<file path="config.mk">
export PLATFORM = sky130hd
export DESIGN_NAME = bmb_bar_top
export DESIGN_NICKNAME = d
export VERILOG_FILES = /design/src/common/bmb_pkg.sv /design/src/common/bar_pick_if.sv /design/src/common/bar_head_if.sv /design/src/source/bar_req_hold.sv /design/src/bar_kind_slice/bar_prio_rr.sv /design/src/bar_kind_slice/bar_order_fifo.sv /design/src/bar_kind_slice/bar_kind_slice.sv /design/src/source/bar_bus_merge.sv /design/src/source/bmb_bar_top.sv
export SDC_FILE = /design/constraint.sdc
export NUM_CORES = 1
export LEC_CHECK = 0
export ABC_CLOCK_PERIOD_IN_PS = 9500
export BUFFER_PORTS_ARGS = -buffer_cell sky130_fd_sc_hd__buf_4
export CORE_MARGIN = 2
export CORE_UTILIZATION = 30
export DETAILED_ROUTE_END_ITERATION = 8
export PLACE_DENSITY_LB_ADDON = 0.08
export SYNTH_ARGS = -nofsm -noshare
export SYNTH_HDL_FRONTEND = slang
export SYNTH_HIERARCHICAL = 1
export SYNTH_SLANG_ARGS = --single-unit
</file>
<file path="constraint.sdc">
create_clock -name forever_cpuclk -period 9.5 [get_ports forever_cpuclk]
set_input_delay 1.425 -clock forever_cpuclk [delete_from_list [all_inputs] [get_ports forever_cpuclk]]
set_output_delay 1.425 -clock forever_cpuclk [all_outputs]
set_load 0.02 [all_outputs]
</file>
<file path="src/common/bmb_pkg.sv">
// ========================================
// Barrier request collector package
//   PIU, kind and order FIFO counts
//   Vector typedefs for request fields
// ========================================
`default_nettype none

package bmb_pkg;

  // Processor interface units in the cluster
  localparam int piu_num = 4;

  // Barrier kinds, one slice each
  localparam int bar_kind_num = 2;

  // Per-slice order FIFO
  localparam int order_fifo_depth = 4;
  localparam int order_ptr_w = 2;

  // One bit per PIU, for valids and grants
  typedef logic [piu_num-1:0] piu_vec_t;

  // PIU index
  typedef logic [1:0] piu_id_t;

  // Barrier kind
  typedef logic [0:0] bar_kind_t;

  // Barrier request word as issued by a PIU
  typedef logic [8:0] bar_word_t;

  // Bus master id, bit 2 unused and tied low
  typedef logic [2:0] bar_mid_t;

endpackage

`default_nettype wire

</file>
<file path="src/common/bar_pick_if.sv">
// ========================================
// Holding stage to kind slice link
//   Per-PIU valids and request words
//   Per-PIU grants from the slice
// ========================================
`timescale 1ns/1ps
`default_nettype none

interface bar_pick_if;

  // Pending request of this kind, per PIU
  bmb_pkg::piu_vec_t  valid;
  bmb_pkg::bar_word_t word [bmb_pkg::piu_num];

  // One-hot, consumes the pending request at the edge
  bmb_pkg::piu_vec_t  grant;

  modport holder (
    output valid,
    output word,
    input  grant
  );

  modport slice (
    input  valid,
    input  word,
    output grant
  );

endinterface

`default_nettype wire

</file>
<file path="src/common/bar_head_if.sv">
// ========================================
// Kind slice to bus merge link
//   Order FIFO head and its pop
// ========================================
`timescale 1ns/1ps
`default_nettype none

interface bar_head_if;

  // Oldest accepted request of the kind
  logic               head_vld;
  bmb_pkg::bar_word_t head_word;
  bmb_pkg::bar_mid_t  head_mid;

  // Only while head_vld, drops the head at the edge
  logic               pop;

  modport slice (
    output head_vld,
    output head_word,
    output head_mid,
    input  pop
  );

  modport merge (
    input  head_vld,
    input  head_word,
    input  head_mid,
    output pop
  );

endinterface

`default_nettype wire

</file>
<file path="src/source/bar_req_hold.sv">
// ========================================
// PIU barrier request holding stage
//   Pending kind and word per PIU
//   Kind decode toward the slices
//   Busy level back to each PIU
// ========================================
`timescale 1ns/1ps
`default_nettype none

module bar_req_hold (
  input  logic               forever_cpuclk,
  input  logic               arst_n,
  input  bmb_pkg::piu_vec_t  piu_req,
  input  bmb_pkg::bar_kind_t piu_kind [bmb_pkg::piu_num],
  input  bmb_pkg::bar_word_t piu_word [bmb_pkg::piu_num],
  output bmb_pkg::piu_vec_t  piu_busy,
  bar_pick_if.holder         pick [bmb_pkg::bar_kind_num]
);

  // Pending request state
  bmb_pkg::piu_vec_t  pend_vld;
  bmb_pkg::bar_kind_t pend_kind [bmb_pkg::piu_num];
  bmb_pkg::bar_word_t pend_word [bmb_pkg::piu_num];

  // Grants gathered per kind, then per PIU
  bmb_pkg::piu_vec_t  kind_grant [bmb_pkg::bar_kind_num];
  bmb_pkg::piu_vec_t  pend_done;

  for (genvar k = 0; k < bmb_pkg::bar_kind_num; k++) begin : g_kind
    assign kind_grant[k] = pick[k].grant;
    for (genvar i = 0; i < bmb_pkg::piu_num; i++) begin : g_piu
      // Valid only toward the slice of the stored kind
      assign pick[k].valid[i] = pend_vld[i] && (pend_kind[i] == bmb_pkg::bar_kind_t'(k));
      assign pick[k].word[i]  = pend_word[i];
    end
  end

  // Grant seen from the slice owning each PIU's request
  for (genvar i = 0; i < bmb_pkg::piu_num; i++) begin : g_done
    assign pend_done[i] = pend_vld[i] && kind_grant[pend_kind[i]][i];
  end

  // Strobe sets, grant clears
  // PIU never strobes while busy
  always_ff @(posedge forever_cpuclk or negedge arst_n) begin
    if (!arst_n) begin
      pend_vld <= '0;
    end else begin
      pend_vld <= piu_req | (pend_vld & ~pend_done);
    end
  end

  // Kind and word sampled with the strobe
  always_ff @(posedge forever_cpuclk) begin
    for (int i = 0; i < bmb_pkg::piu_num; i++) begin
      if (piu_req[i]) begin
        pend_kind[i] <= piu_kind[i];
        pend_word[i] <= piu_word[i];
      end
    end
  end

  // Busy for as long as a request waits
  assign piu_busy = pend_vld;

endmodule

`default_nettype wire

</file>
<file path="src/bar_kind_slice/bar_prio_rr.sv">
// ========================================
// Four-way round-robin arbiter
//   One-hot select among valids
//   Pointer moves past the winner
// ========================================
`timescale 1ns/1ps
`default_nettype none

module bar_prio_rr (
  input  logic              forever_cpuclk,
  input  logic              arst_n,
  input  bmb_pkg::piu_vec_t valid,
  input  logic              advance,
  output bmb_pkg::piu_vec_t sel
);

  // Highest priority requester
  bmb_pkg::piu_id_t ptr;

  // Search state
  bmb_pkg::piu_id_t scan_id;
  bmb_pkg::piu_id_t win_id;
  logic             found;

  // First valid at or after the pointer, index wraps
  always_comb begin
    sel     = '0;
    scan_id = ptr;
    win_id  = ptr;
    found   = 1'b0;
    for (int n = 0; n < bmb_pkg::piu_num; n++) begin
      scan_id = bmb_pkg::piu_id_t'(int'(ptr) + n);
      if (!found && valid[scan_id]) begin
        found  = 1'b1;
        win_id = scan_id;
      end
    end
    if (found) begin
      sel[win_id] = 1'b1;
    end
  end

  // Pointer starts at PIU 0
  always_ff @(posedge forever_cpuclk or negedge arst_n) begin
    if (!arst_n) begin
      ptr <= '0;
    end else if (advance) begin
      ptr <= bmb_pkg::piu_id_t'(win_id + 1'b1);
    end
  end

endmodule

`default_nettype wire

</file>
<file path="src/bar_kind_slice/bar_order_fifo.sv">
// ========================================
// Order FIFO of granted requests
//   Circular buffer of word and id
//   Read and write pointers, count
// ========================================
`timescale 1ns/1ps
`default_nettype none

module bar_order_fifo (
  input  logic               forever_cpuclk,
  input  logic               arst_n,
  input  logic               push,
  input  bmb_pkg::bar_word_t push_word,
  input  bmb_pkg::piu_id_t   push_id,
  input  logic               pop,
  output logic               head_vld,
  output bmb_pkg::bar_word_t head_word,
  output bmb_pkg::piu_id_t   head_id,
  output logic               full
);

  // Storage
  bmb_pkg::bar_word_t mem_word [bmb_pkg::order_fifo_depth];
  bmb_pkg::piu_id_t   mem_id [bmb_pkg::order_fifo_depth];

  // Pointers and occupancy
  logic [bmb_pkg::order_ptr_w-1:0] wr_ptr;
  logic [bmb_pkg::order_ptr_w-1:0] rd_ptr;
  logic [bmb_pkg::order_ptr_w:0]   count;

  // Qualified moves
  logic push_ok;
  logic pop_ok;

  assign head_vld = (count != '0);
  assign full     = (count == (bmb_pkg::order_ptr_w + 1)'(bmb_pkg::order_fifo_depth));
  assign push_ok  = push && !full;
  assign pop_ok   = pop && head_vld;

  // Head visible the cycle after its write
  assign head_word = mem_word[rd_ptr];
  assign head_id   = mem_id[rd_ptr];

  always_ff @(posedge forever_cpuclk) begin
    if (push_ok) begin
      mem_word[wr_ptr] <= push_word;
      mem_id[wr_ptr]   <= push_id;
    end
  end

  always_ff @(posedge forever_cpuclk or negedge arst_n) begin
    if (!arst_n) begin
      wr_ptr <= '0;
      rd_ptr <= '0;
      count  <= '0;
    end else begin
      if (push_ok) begin
        wr_ptr <= wr_ptr + 1'b1;
      end
      if (pop_ok) begin
        rd_ptr <= rd_ptr + 1'b1;
      end
      // Simultaneous push and pop keep the count
      case ({push_ok, pop_ok})
        2'b10:   count <= count + 1'b1;
        2'b01:   count <= count - 1'b1;
        default: count <= count;
      endcase
    end
  end

endmodule

`default_nettype wire

</file>
<file path="src/bar_kind_slice/bar_kind_slice.sv">
// ========================================
// One barrier kind slice
//   Round-robin grant among PIUs
//   Grant held off on a full FIFO
//   Order FIFO of word and source id
// ========================================
`timescale 1ns/1ps
`default_nettype none

module bar_kind_slice (
  input  logic       forever_cpuclk,
  input  logic       arst_n,
  bar_pick_if.slice  pick,
  bar_head_if.slice  head
);

  // Arbiter choice before the full check
  bmb_pkg::piu_vec_t  rr_sel;
  bmb_pkg::piu_vec_t  grant;
  logic               fifo_full;

  // FIFO write side
  logic               push;
  bmb_pkg::bar_word_t push_word;
  bmb_pkg::piu_id_t   push_id;

  // Stored source of the head entry
  bmb_pkg::piu_id_t   head_id;

  bar_prio_rr x_prio_rr (
    .forever_cpuclk (forever_cpuclk),
    .arst_n         (arst_n),
    .valid          (pick.valid),
    .advance        (push),
    .sel            (rr_sel)
  );

  // No grant while the FIFO cannot take the word
  assign grant      = rr_sel & {bmb_pkg::piu_num{~fifo_full}};
  assign pick.grant = grant;
  assign push       = |grant;

  // Winner word and index from the one-hot grant
  always_comb begin
    push_word = '0;
    push_id   = '0;
    for (int i = 0; i < bmb_pkg::piu_num; i++) begin
      if (grant[i]) begin
        push_word = pick.word[i];
        push_id   = bmb_pkg::piu_id_t'(i);
      end
    end
  end

  bar_order_fifo x_order_fifo (
    .forever_cpuclk (forever_cpuclk),
    .arst_n         (arst_n),
    .push           (push),
    .push_word      (push_word),
    .push_id        (push_id),
    .pop            (head.pop),
    .head_vld       (head.head_vld),
    .head_word      (head.head_word),
    .head_id        (head_id),
    .full           (fifo_full)
  );

  // Master id is the PIU index, top bit low
  assign head.head_mid = {1'b0, head_id};

endmodule

`default_nettype wire

</file>
<file path="src/source/bar_bus_merge.sv">
// ========================================
// Barrier bus merge
//   Alternating choice of slice heads
//   Choice held while the bus stalls
//   Pop of the slice on a transfer
// ========================================
`timescale 1ns/1ps
`default_nettype none

module bar_bus_merge (
  input  logic               forever_cpuclk,
  input  logic               arst_n,
  bar_head_if.merge          head [bmb_pkg::bar_kind_num],
  input  logic               bar_grant,
  output logic               bar_req,
  output bmb_pkg::bar_word_t bar_word,
  output bmb_pkg::bar_mid_t  bar_mid,
  output bmb_pkg::bar_kind_t bar_kind
);

  // Slice heads as arrays
  logic [bmb_pkg::bar_kind_num-1:0] kind_vld;
  bmb_pkg::bar_word_t kind_word [bmb_pkg::bar_kind_num];
  bmb_pkg::bar_mid_t  kind_mid [bmb_pkg::bar_kind_num];

  // Round-robin over kinds
  bmb_pkg::bar_kind_t last_kind;
  bmb_pkg::bar_kind_t scan_kind;
  bmb_pkg::bar_kind_t rr_kind;
  logic               rr_found;

  // Stalled request keeps its kind
  logic               lock_vld;
  bmb_pkg::bar_kind_t lock_kind;
  bmb_pkg::bar_kind_t sel_kind;
  logic               accept;

  for (genvar k = 0; k < bmb_pkg::bar_kind_num; k++) begin : g_head
    assign kind_vld[k]  = head[k].head_vld;
    assign kind_word[k] = head[k].head_word;
    assign kind_mid[k]  = head[k].head_mid;
    assign head[k].pop  = accept && (sel_kind == bmb_pkg::bar_kind_t'(k));
  end

  // Start looking one past the last popped kind
  always_comb begin
    scan_kind = last_kind;
    rr_kind   = last_kind;
    rr_found  = 1'b0;
    for (int n = 1; n <= bmb_pkg::bar_kind_num; n++) begin
      scan_kind = bmb_pkg::bar_kind_t'(int'(last_kind) + n);
      if (!rr_found && kind_vld[scan_kind]) begin
        rr_found = 1'b1;
        rr_kind  = scan_kind;
      end
    end
  end

  assign sel_kind = lock_vld ? lock_kind : rr_kind;
  assign bar_req  = |kind_vld;
  assign bar_word = kind_word[sel_kind];
  assign bar_mid  = kind_mid[sel_kind];
  assign bar_kind = sel_kind;
  assign accept   = bar_req && bar_grant;

  // Reset value points kind 0 first
  always_ff @(posedge forever_cpuclk or negedge arst_n) begin
    if (!arst_n) begin
      last_kind <= bmb_pkg::bar_kind_t'(bmb_pkg::bar_kind_num - 1);
      lock_vld  <= 1'b0;
      lock_kind <= '0;
    end else begin
      if (accept) begin
        last_kind <= sel_kind;
      end
      lock_vld  <= bar_req && !bar_grant;
      lock_kind <= sel_kind;
    end
  end

endmodule

`default_nettype wire

</file>
<file path="src/source/bmb_bar_top.sv">
// ========================================
// Barrier request collector top level
//   Plain PIU and barrier bus ports
//   Holding stage, kind slices, merge
// ========================================
`timescale 1ns/1ps
`default_nettype none

module bmb_bar_top (
  input  logic               forever_cpuclk,
  input  logic               arst_n,
  // PIU 0
  input  logic               piu0_bar_req,
  input  bmb_pkg::bar_kind_t piu0_bar_kind,
  input  bmb_pkg::bar_word_t piu0_bar_word,
  output logic               piu0_bar_busy,
  // PIU 1
  input  logic               piu1_bar_req,
  input  bmb_pkg::bar_kind_t piu1_bar_kind,
  input  bmb_pkg::bar_word_t piu1_bar_word,
  output logic               piu1_bar_busy,
  // PIU 2
  input  logic               piu2_bar_req,
  input  bmb_pkg::bar_kind_t piu2_bar_kind,
  input  bmb_pkg::bar_word_t piu2_bar_word,
  output logic               piu2_bar_busy,
  // PIU 3
  input  logic               piu3_bar_req,
  input  bmb_pkg::bar_kind_t piu3_bar_kind,
  input  bmb_pkg::bar_word_t piu3_bar_word,
  output logic               piu3_bar_busy,
  // Barrier bus
  output logic               bar_req,
  output bmb_pkg::bar_word_t bar_word,
  output bmb_pkg::bar_mid_t  bar_mid,
  output bmb_pkg::bar_kind_t bar_kind,
  input  logic               bar_grant
);

  // PIU ports packed by index
  bmb_pkg::piu_vec_t  piu_req;
  bmb_pkg::piu_vec_t  piu_busy;
  bmb_pkg::bar_kind_t piu_kind [bmb_pkg::piu_num];
  bmb_pkg::bar_word_t piu_word [bmb_pkg::piu_num];

  assign piu_req     = {piu3_bar_req, piu2_bar_req, piu1_bar_req, piu0_bar_req};
  assign piu_kind[0] = piu0_bar_kind;
  assign piu_kind[1] = piu1_bar_kind;
  assign piu_kind[2] = piu2_bar_kind;
  assign piu_kind[3] = piu3_bar_kind;
  assign piu_word[0] = piu0_bar_word;
  assign piu_word[1] = piu1_bar_word;
  assign piu_word[2] = piu2_bar_word;
  assign piu_word[3] = piu3_bar_word;

  assign piu0_bar_busy = piu_busy[0];
  assign piu1_bar_busy = piu_busy[1];
  assign piu2_bar_busy = piu_busy[2];
  assign piu3_bar_busy = piu_busy[3];

  // One link pair per barrier kind
  bar_pick_if pick_if [bmb_pkg::bar_kind_num] ();
  bar_head_if head_if [bmb_pkg::bar_kind_num] ();

  bar_req_hold x_req_hold (
    .forever_cpuclk (forever_cpuclk),
    .arst_n         (arst_n),
    .piu_req        (piu_req),
    .piu_kind       (piu_kind),
    .piu_word       (piu_word),
    .piu_busy       (piu_busy),
    .pick           (pick_if)
  );

  for (genvar k = 0; k < bmb_pkg::bar_kind_num; k++) begin : g_slice
    bar_kind_slice x_kind_slice (
      .forever_cpuclk (forever_cpuclk),
      .arst_n         (arst_n),
      .pick           (pick_if[k]),
      .head           (head_if[k])
    );
  end

  bar_bus_merge x_bus_merge (
    .forever_cpuclk (forever_cpuclk),
    .arst_n         (arst_n),
    .head           (head_if),
    .bar_grant      (bar_grant),
    .bar_req        (bar_req),
    .bar_word       (bar_word),
    .bar_mid        (bar_mid),
    .bar_kind       (bar_kind)
  );

endmodule

`default_nettype wire

</file>
---- Word level (Yosys, flattened, before mapping) ----
Memories as Yosys holds them, arrays and structs flattened.
Index checks and enable logic that the tools add are counted.
storage, ports and cells
  bits in registers ....................... 25
  bits in writable memories ............... 128
  bits of input ports ..................... 47
  output and inout port bits .............. 18
  logic and storage cells ................. 214
  memories kept ........................... 6
operators by class
  $add $sub $neg .......................... 18
  magnitude comparators ................... 19
  equal/unequal tests ..................... 6
  mux-type cells .......................... 90
  bitwise operators ....................... 17
  reductions and logical operators ........ 46
memory list
  memory                                         words  bits a word  rd ports  clocked after memory_dff  wr ports  line                  source
  g_slice[0].x_kind_slice.x_order_fifo.mem_word  4      9            1         0                         1         bar_order_fifo.sv:23  bmb_pkg::bar_word_t mem_word [bmb_pkg::order_fifo_depth];
  g_slice[1].x_kind_slice.x_order_fifo.mem_word  4      9            1         0                         1         bar_order_fifo.sv:23
  x_req_hold.pend_word                           4      9            4         0                         4         bar_req_hold.sv:23    bmb_pkg::bar_word_t pend_word [bmb_pkg::piu_num];
  g_slice[0].x_kind_slice.x_order_fifo.mem_id    4      2            1         0                         1         bar_order_fifo.sv:24  bmb_pkg::piu_id_t mem_id [bmb_pkg::order_fifo_depth];
  g_slice[1].x_kind_slice.x_order_fifo.mem_id    4      2            1         0                         1         bar_order_fifo.sv:24
  x_req_hold.pend_kind                           4      1            4         0                         4         bar_req_hold.sv:22    bmb_pkg::bar_kind_t pend_kind [bmb_pkg::piu_num];
operators by type and width
  cell                   count
  $mux W9                11
  $mux W1                43
  $lt A2 B3 Y1 const B   10
  $logic_and A1 B1 Y1    29
  $mux W2                14
  $mux W4                5
  $add A2 B1 Y2 const B  8
  $bmux W1 S2            8
  $mux W3                5
  $and A4 B4 Y4          3
  $pmux W3 S2            2
  $ge A2 B2 Y1 const B   5
  $logic_not A1 Y1       10
  $not A1 Y2             5
  $add A2 B2 Y2 const B  4
  $reduce_or A4 Y1       2
  $not A1 Y1             7
  $add A3 B1 Y3 const B  2
  $eq A3 B3 Y1 const B   2
  $reduce_bool A3 Y1     2
  $sub A3 B1 Y3 const B  2
  $demux W1 S2           2
  $eq A2 B1 Y1 const B   2
  $eq A2 B2 Y1 const B   2
  other kinds (7)        11

---- Logic depth before layout (Yosys ltp) ----
An unclocked memory read counts as a cell.
  depth in word-level cells ............... 28
  mapped depth ............................ 17
  depth with buffers taken out ............ 17

---- Hierarchy ----
The synthesis kept the hierarchy.
by module, submodules not included
  module          times used  cells an instance  area each (um^2)  sequential area each (um^2)
  bar_order_fifo  2           94                 2038.2            1496.4
  bar_req_hold    1           96                 1706.6            1301.2
  bar_kind_slice  2           53                 306.5             0.0
  bar_prio_rr     2           30                 277.8             50.0
  bar_bus_merge   1           62                 551.8             76.3

---- Least setup slack after synthesis ----
Ideal clock, no wire load.
  kind .................................... reg-to-reg
  start point ............................. register x_req_hold.pend_vld[0], in the netlist x_req_hold/piu_busy[0]
  end point ............................... register g_slice[1].x_kind_slice/x_order_fifo/count[2] (netlist name)
  setup time .............................. 0.079 ns
  data arrival time ....................... 3.427 ns
  data required time ...................... 9.421 ns
  setup slack ............................. 5.994 ns
  stages on the path, launching flop included .. 18
  path buffers ............................ 0
  clock period less this slack ............ 3.506 ns
  cells stage by stage .................... dfrtp_1 and2_2 a21oi_1 o22a_1 o22a_1 ha_1 nor2b_1 nor2b_1 or2_1 or3_1 nor2b_4 inv_1 ha_1 inv_1 fa_1 xor2_1 nor2_1 xor2_1
between the ends
  cells in the longest elaborated chain, start to end .. 23
  elaborated cells between the ends (all ways) .. 35
  those cells by class .................... order compare (2); eq/ne (2); mux (19); bitwise (1); reduce/logical (11)
ends and longest elaborated chain
  item                                               line                  source
  start, declared                                    bar_req_hold.sv:21    bmb_pkg::piu_vec_t pend_vld;
  start signal, assigned                             bar_req_hold.sv:49    pend_vld <= piu_req | (pend_vld & ~pend_done);
  $logic_and A1 B1 Y1 (*)                            bar_req_hold.sv:33    assign pick[k].valid[i] = pend_vld[i] && (pend_kind[i] == bmb_pkg::bar_kind_t'(k));
  via pick_if[1].valid[0]                            bar_pick_if.sv:12     bmb_pkg::piu_vec_t valid;
  $bmux W1 S2                                        bar_prio_rr.sv:33     if (!found && valid[scan_id]) begin
  $mux W1 (not written as such)                      bar_prio_rr.sv:33
  $mux W1                                            bar_prio_rr.sv:33
  $logic_not A1 Y1                                   bar_prio_rr.sv:33
  $logic_and A1 B1 Y1                                bar_prio_rr.sv:33
  $mux W1                                            bar_prio_rr.sv:33
  [... 11 more ...]                                  n/a
  via g_slice[1].x_kind_slice.rr_sel[2]              bar_kind_slice.sv:18  bmb_pkg::piu_vec_t rr_sel;
  $and A4 B4 Y4 (*)                                  bar_kind_slice.sv:39  assign grant = rr_sel & {bmb_pkg::piu_num{~fifo_full}};
  via pick_if[1].grant[2]                            bar_pick_if.sv:16     bmb_pkg::piu_vec_t grant;
  $reduce_or A4 Y1 (*)                               bar_kind_slice.sv:41  assign push = |grant;
  via g_slice[1].x_kind_slice.push                   bar_kind_slice.sv:23  logic push;
  $logic_and A1 B1 Y1 (*)                            bar_order_fifo.sv:37  assign push_ok = push && !full;
  $eq A2 B1 Y1 or $eq A2 B2 Y1 (tied branches)       bar_order_fifo.sv:64  case ({push_ok, pop_ok})
  $pmux W3 S2 or $reduce_bool A2 Y1 (tied branches)  n/a
  end signal, assigned                               bar_order_fifo.sv:65  2'b10: count <= count + 1'b1;
  end signal, assigned                               bar_order_fifo.sv:66  2'b01: count <= count - 1'b1;
  end signal, assigned                               bar_order_fifo.sv:67  default: count <= count;
  end, declared                                      bar_order_fifo.sv:29  logic [bmb_pkg::order_ptr_w:0] count;
Mark *: on every way through the listed nets, which the timed path passes. The rest lies on a longest branch. The select of a mux whose other input is x is not followed.
A chain may end at the register's enable or synchronous reset.

---- Worst setup path in the final report ----
  start point ............................. register g_slice[1].x_kind_slice/x_order_fifo/count[0] (netlist name)
  end point ............................... output bar_word[6]
between the ends
  cells in the longest elaborated chain, start to end .. 12
  elaborated cells between the ends (all ways) .. 15
  those cells by class .................... mux (11); bitwise (1); reduce/logical (3)
ends and longest elaborated chain
  item                                             line                  source
  $reduce_bool A3 Y1 (*)                           bar_order_fifo.sv:35  assign head_vld = (count != '0);
  via head_if[1].head_vld                          bar_head_if.sv:11     logic head_vld;
  $mux W1 (not written as such) (2 in series)      bar_bus_merge.sv:52   if (!rr_found && kind_vld[scan_kind]) begin
  $mux W1                                          bar_bus_merge.sv:52
  $logic_not A1 Y1                                 bar_bus_merge.sv:52
  $logic_and A1 B1 Y1                              bar_bus_merge.sv:52
  $mux W1 (*)                                      bar_bus_merge.sv:52
  $mux W1 (*)                                      bar_bus_merge.sv:59   assign sel_kind = lock_vld ? lock_kind : rr_kind;
  $not A1 Y2 (not written as such) (*)             bar_bus_merge.sv:61   assign bar_word = kind_word[sel_kind];
  $mux W9 (not written as such) (*) (3 in series)  bar_bus_merge.sv:61
  end, declared                                    bmb_bar_top.sv:34     output bmb_pkg::bar_word_t bar_word,
Marks and branches as above.

==> metrics.txt <==
outcome finished clean; Worst R2R End g_slice[0].x_kind_slice/x_order_fifo/count[1]; worst skew pair latency around 0.42 ns; hold_sp x_req_hold/piu_busy[3]; GRT Residual Overflow 0; GRT Total Usage 0.130; layout overhead on the synthesized area 13.3%; Starting Density 0.307; critical path launch point g_slice[1].x_kind_slice/x_order_fifo/count[0]; ys flop type edfxtp_1; first-pass GRT wire length 25,300 um; R2R setup slack 5.41 ns; Worst Path Required 8.08 ns; Fin. Hold Viols 0; number of diodes 0; final setup fails 0; Final Net Count approximately 600; Cells after Synth 512; hold-fix buffers at CTS 0; commonest non-fill, non-tap cell in the layout edfxtp_1; antenna-violating nets left 0; Filler Cell Count 2,350; Mapped Area roughly 7500 um^2; Synth Register Bits approximately 150; crit share post-route 0.456; most frequent cells in the layout 128 x edfxtp_1, 63 x buf_4, 31 x nor2b_1, 27 x o21ai_0; Post-route DRC 0; RePlAce Congestion approximately 0.74; share of cells above drive strength 1 0.286; total CTS buffers 17; DR WL/cell 18.6 um; via count 4,168; yosys warns 6; 1st-iter DRT viols 362; post-detail-place hpwl 12,300 um; Slew @ Worst Pin a little under 1 ns; dpl cell area 7960 um^2; relative slew slack 0.352; input/output buffers 63; Max FO, Critical Path 12; cell row count 57; setup total negative slack 0 ns; CTS Root Buffer Type clkbuf_16; Setup WS post-layout ~5.2 ns; Final min period roughly 4.3 ns; crit path to bar_word[6]; die area between 20,000 and 30,000 um^2; worst endpoint data arrival time 2.91 ns; Core ar. 24,500 um^2; vias in the first global route approximately 4,400; routed wire length 16,300 um; fin. max-slew vios 0; chip width 162 um; largest net degree at the start of global routing 26; DR vias/cell approximately 4.8; syn nets roughly 580; die extent in y between 150 and 200 um; H-Tree Depth 4; DP Worst Slack 5.38 ns; asr flop ratio synth 0.163; buffer depth of the longest clock path 2; placed insts 841; initial antenna violation count 0; final clock skew 0.0105 ns; Finished Cell Area 8500 um^2; io pins 65; fin cells between 800 and 900; Post-Syn Area per Cell 14.7 um^2; crit start category flop; post-CTS setup buffer count 0; max cap viols 0; Worst-path clk slew 0.07 ns; Critical R2R Launch x_req_hold/pend_kind[3]; Pre-antenna DRT Iters 4; CTS tree built; Post-synth EDFFs between 100 and 150; Hold Path Class reg2reg; post-synthesis sequential area ratio 0.596; RSZ-0062 raised after global routing false; Cell variety after synth 54; worst r2r path cells 15; CTS Sinks 153; CP Class reg2out; cts repair resizes 0; fmax approximately 230 MHz; crit end category output port
Yosys cell counts (3+ instances only):
cell / count / area, um^2
a221o_2: 5 / 56.3
nand2_1: 24 / 90.1
xnor2_1: 6 / 52.6
buf_2: 13 / 65.1
a221oi_1: 18 / 158
buf_4: 38 / 285
o21ai_1: 10 / 50.1
a21o_1: 6 / 45.0
a221o_1: 7 / 70.1
o21ai_0: 27 / 135
mux2i_1: 21 / 210
and2b_2: 4 / 35.0
and2_1: 3 / 18.8
o22a_1: 4 / 35.0
nor2_1: 6 / 22.5
a21oi_1: 7 / 35.0
inv_1: 16 / 60.1
xor2_1: 6 / 52.6
and2b_4: 4 / 40.0
buf_6: 5 / 56.3
mux4_1: 4 / 105
and2_2: 12 / 90.1
edfxtp_1: 128 / 3840
nor2b_1: 31 / 194
ha_1: 18 / 225
or2_1: 4 / 25.0
mux4_2: 18 / 405
dfrtp_1: 24 / 601
worst min path at each step:
stage / end / slack [ns] / cells past startpoint
final: x_req_hold/piu_busy[3] / 0.52 / 1
after global routing: x_req_hold/piu_busy[3] / 0.55 / 1
after CTS: g_slice[0].x_kind_slice/x_order_fifo/count[2] / 0.53 / 1
after detailed placement: g_slice[0].x_kind_slice/x_order_fifo/count[2] / 0.51 / 1
after global placement: x_req_hold/piu_busy[0] / 0.50 / 1
after floorplan: g_slice[0].x_kind_slice/x_order_fifo/count[2] / 0.48 / 1
stage by stage:
stage,hold WS (ns),utilization
6_report,0.521,0.348
3_3_place_gp,0.500,0.325
5_1_grt,0.545,0.348
4_1_cts,0.526,0.348
3_5_place_dp,0.508,0.325
2_1_floorplan,0.479,-
worst max-delay path, cell delays in order (launching register included):
cell,delay (ns)
dfrtp_1,0.45
or3_2,0.55
or2_1,0.26
a21oi_1,0.75
a221o_2,0.33
buf_4,0.14
kinds of logic (layout without fill, tap and decap cells):
group | Yosys count | in the layout | share of synthesized area
adder cells (fa/ha/maj) | 20 | 20 | 0.0354
XOR/XNOR | 12 | 12 | 0.0140
other | 2 | 2 | 0.00100
multiplexers | 47 | 47 | 0.103
flip-flops | 153 | 153 | 0.596
AO/OA/AOI/OAI | 100 | 100 | 0.0960
AND/OR/NAND/NOR | 104 | 104 | 0.0900
buffers and inverters | 74 | 111 | 0.0647
layout make-up:
| type | count | area, um^2 | share of cell area |
|---|---|---|---|
| Inverter | 16 | 60.1 | 0.00706 |
| Sequential cell | 153 | 4470 | 0.526 |
| Tap cell | 324 | 405 | 0.0477 |
| Clock buffer | 17 | 425 | 0.0500 |
| Multi-Input combinational cell | 285 | 2550 | 0.300 |
| Clock inverter | 15 | 123 | 0.0144 |
| Timing Repair Buffer | 63 | 473 | 0.0556 |
state kept, by name (all words and copies together), names as in the netlist, 4 cells and up:
name                                        count
g_slice.x_kind_slice/x_order_fifo/mem_word     72
g_slice.x_kind_slice/x_order_fifo/rd_ptr        4
x_req_hold/pend_word                           36
g_slice.x_kind_slice/x_order_fifo/mem_id       16
x_req_hold/pend_kind                            4
x_req_hold/piu_busy                             4
g_slice.x_kind_slice/x_order_fifo/wr_ptr        4
g_slice.x_kind_slice/x_order_fifo/count         6
g_slice.x_kind_slice/x_prio_rr/ptr              4
metal layers:
metal	global-route usage	wire, um	up-vias
met5	0	0	-
met4	0.0290	111	0
met3	0.0350	842	11
met2	0.216	7820	125
met1	0.170	7490	2085
li1	-	-	1947
Power is not shown: default switching activity piles up to over one toggle a cycle in this logic, so the estimate is an artifact.
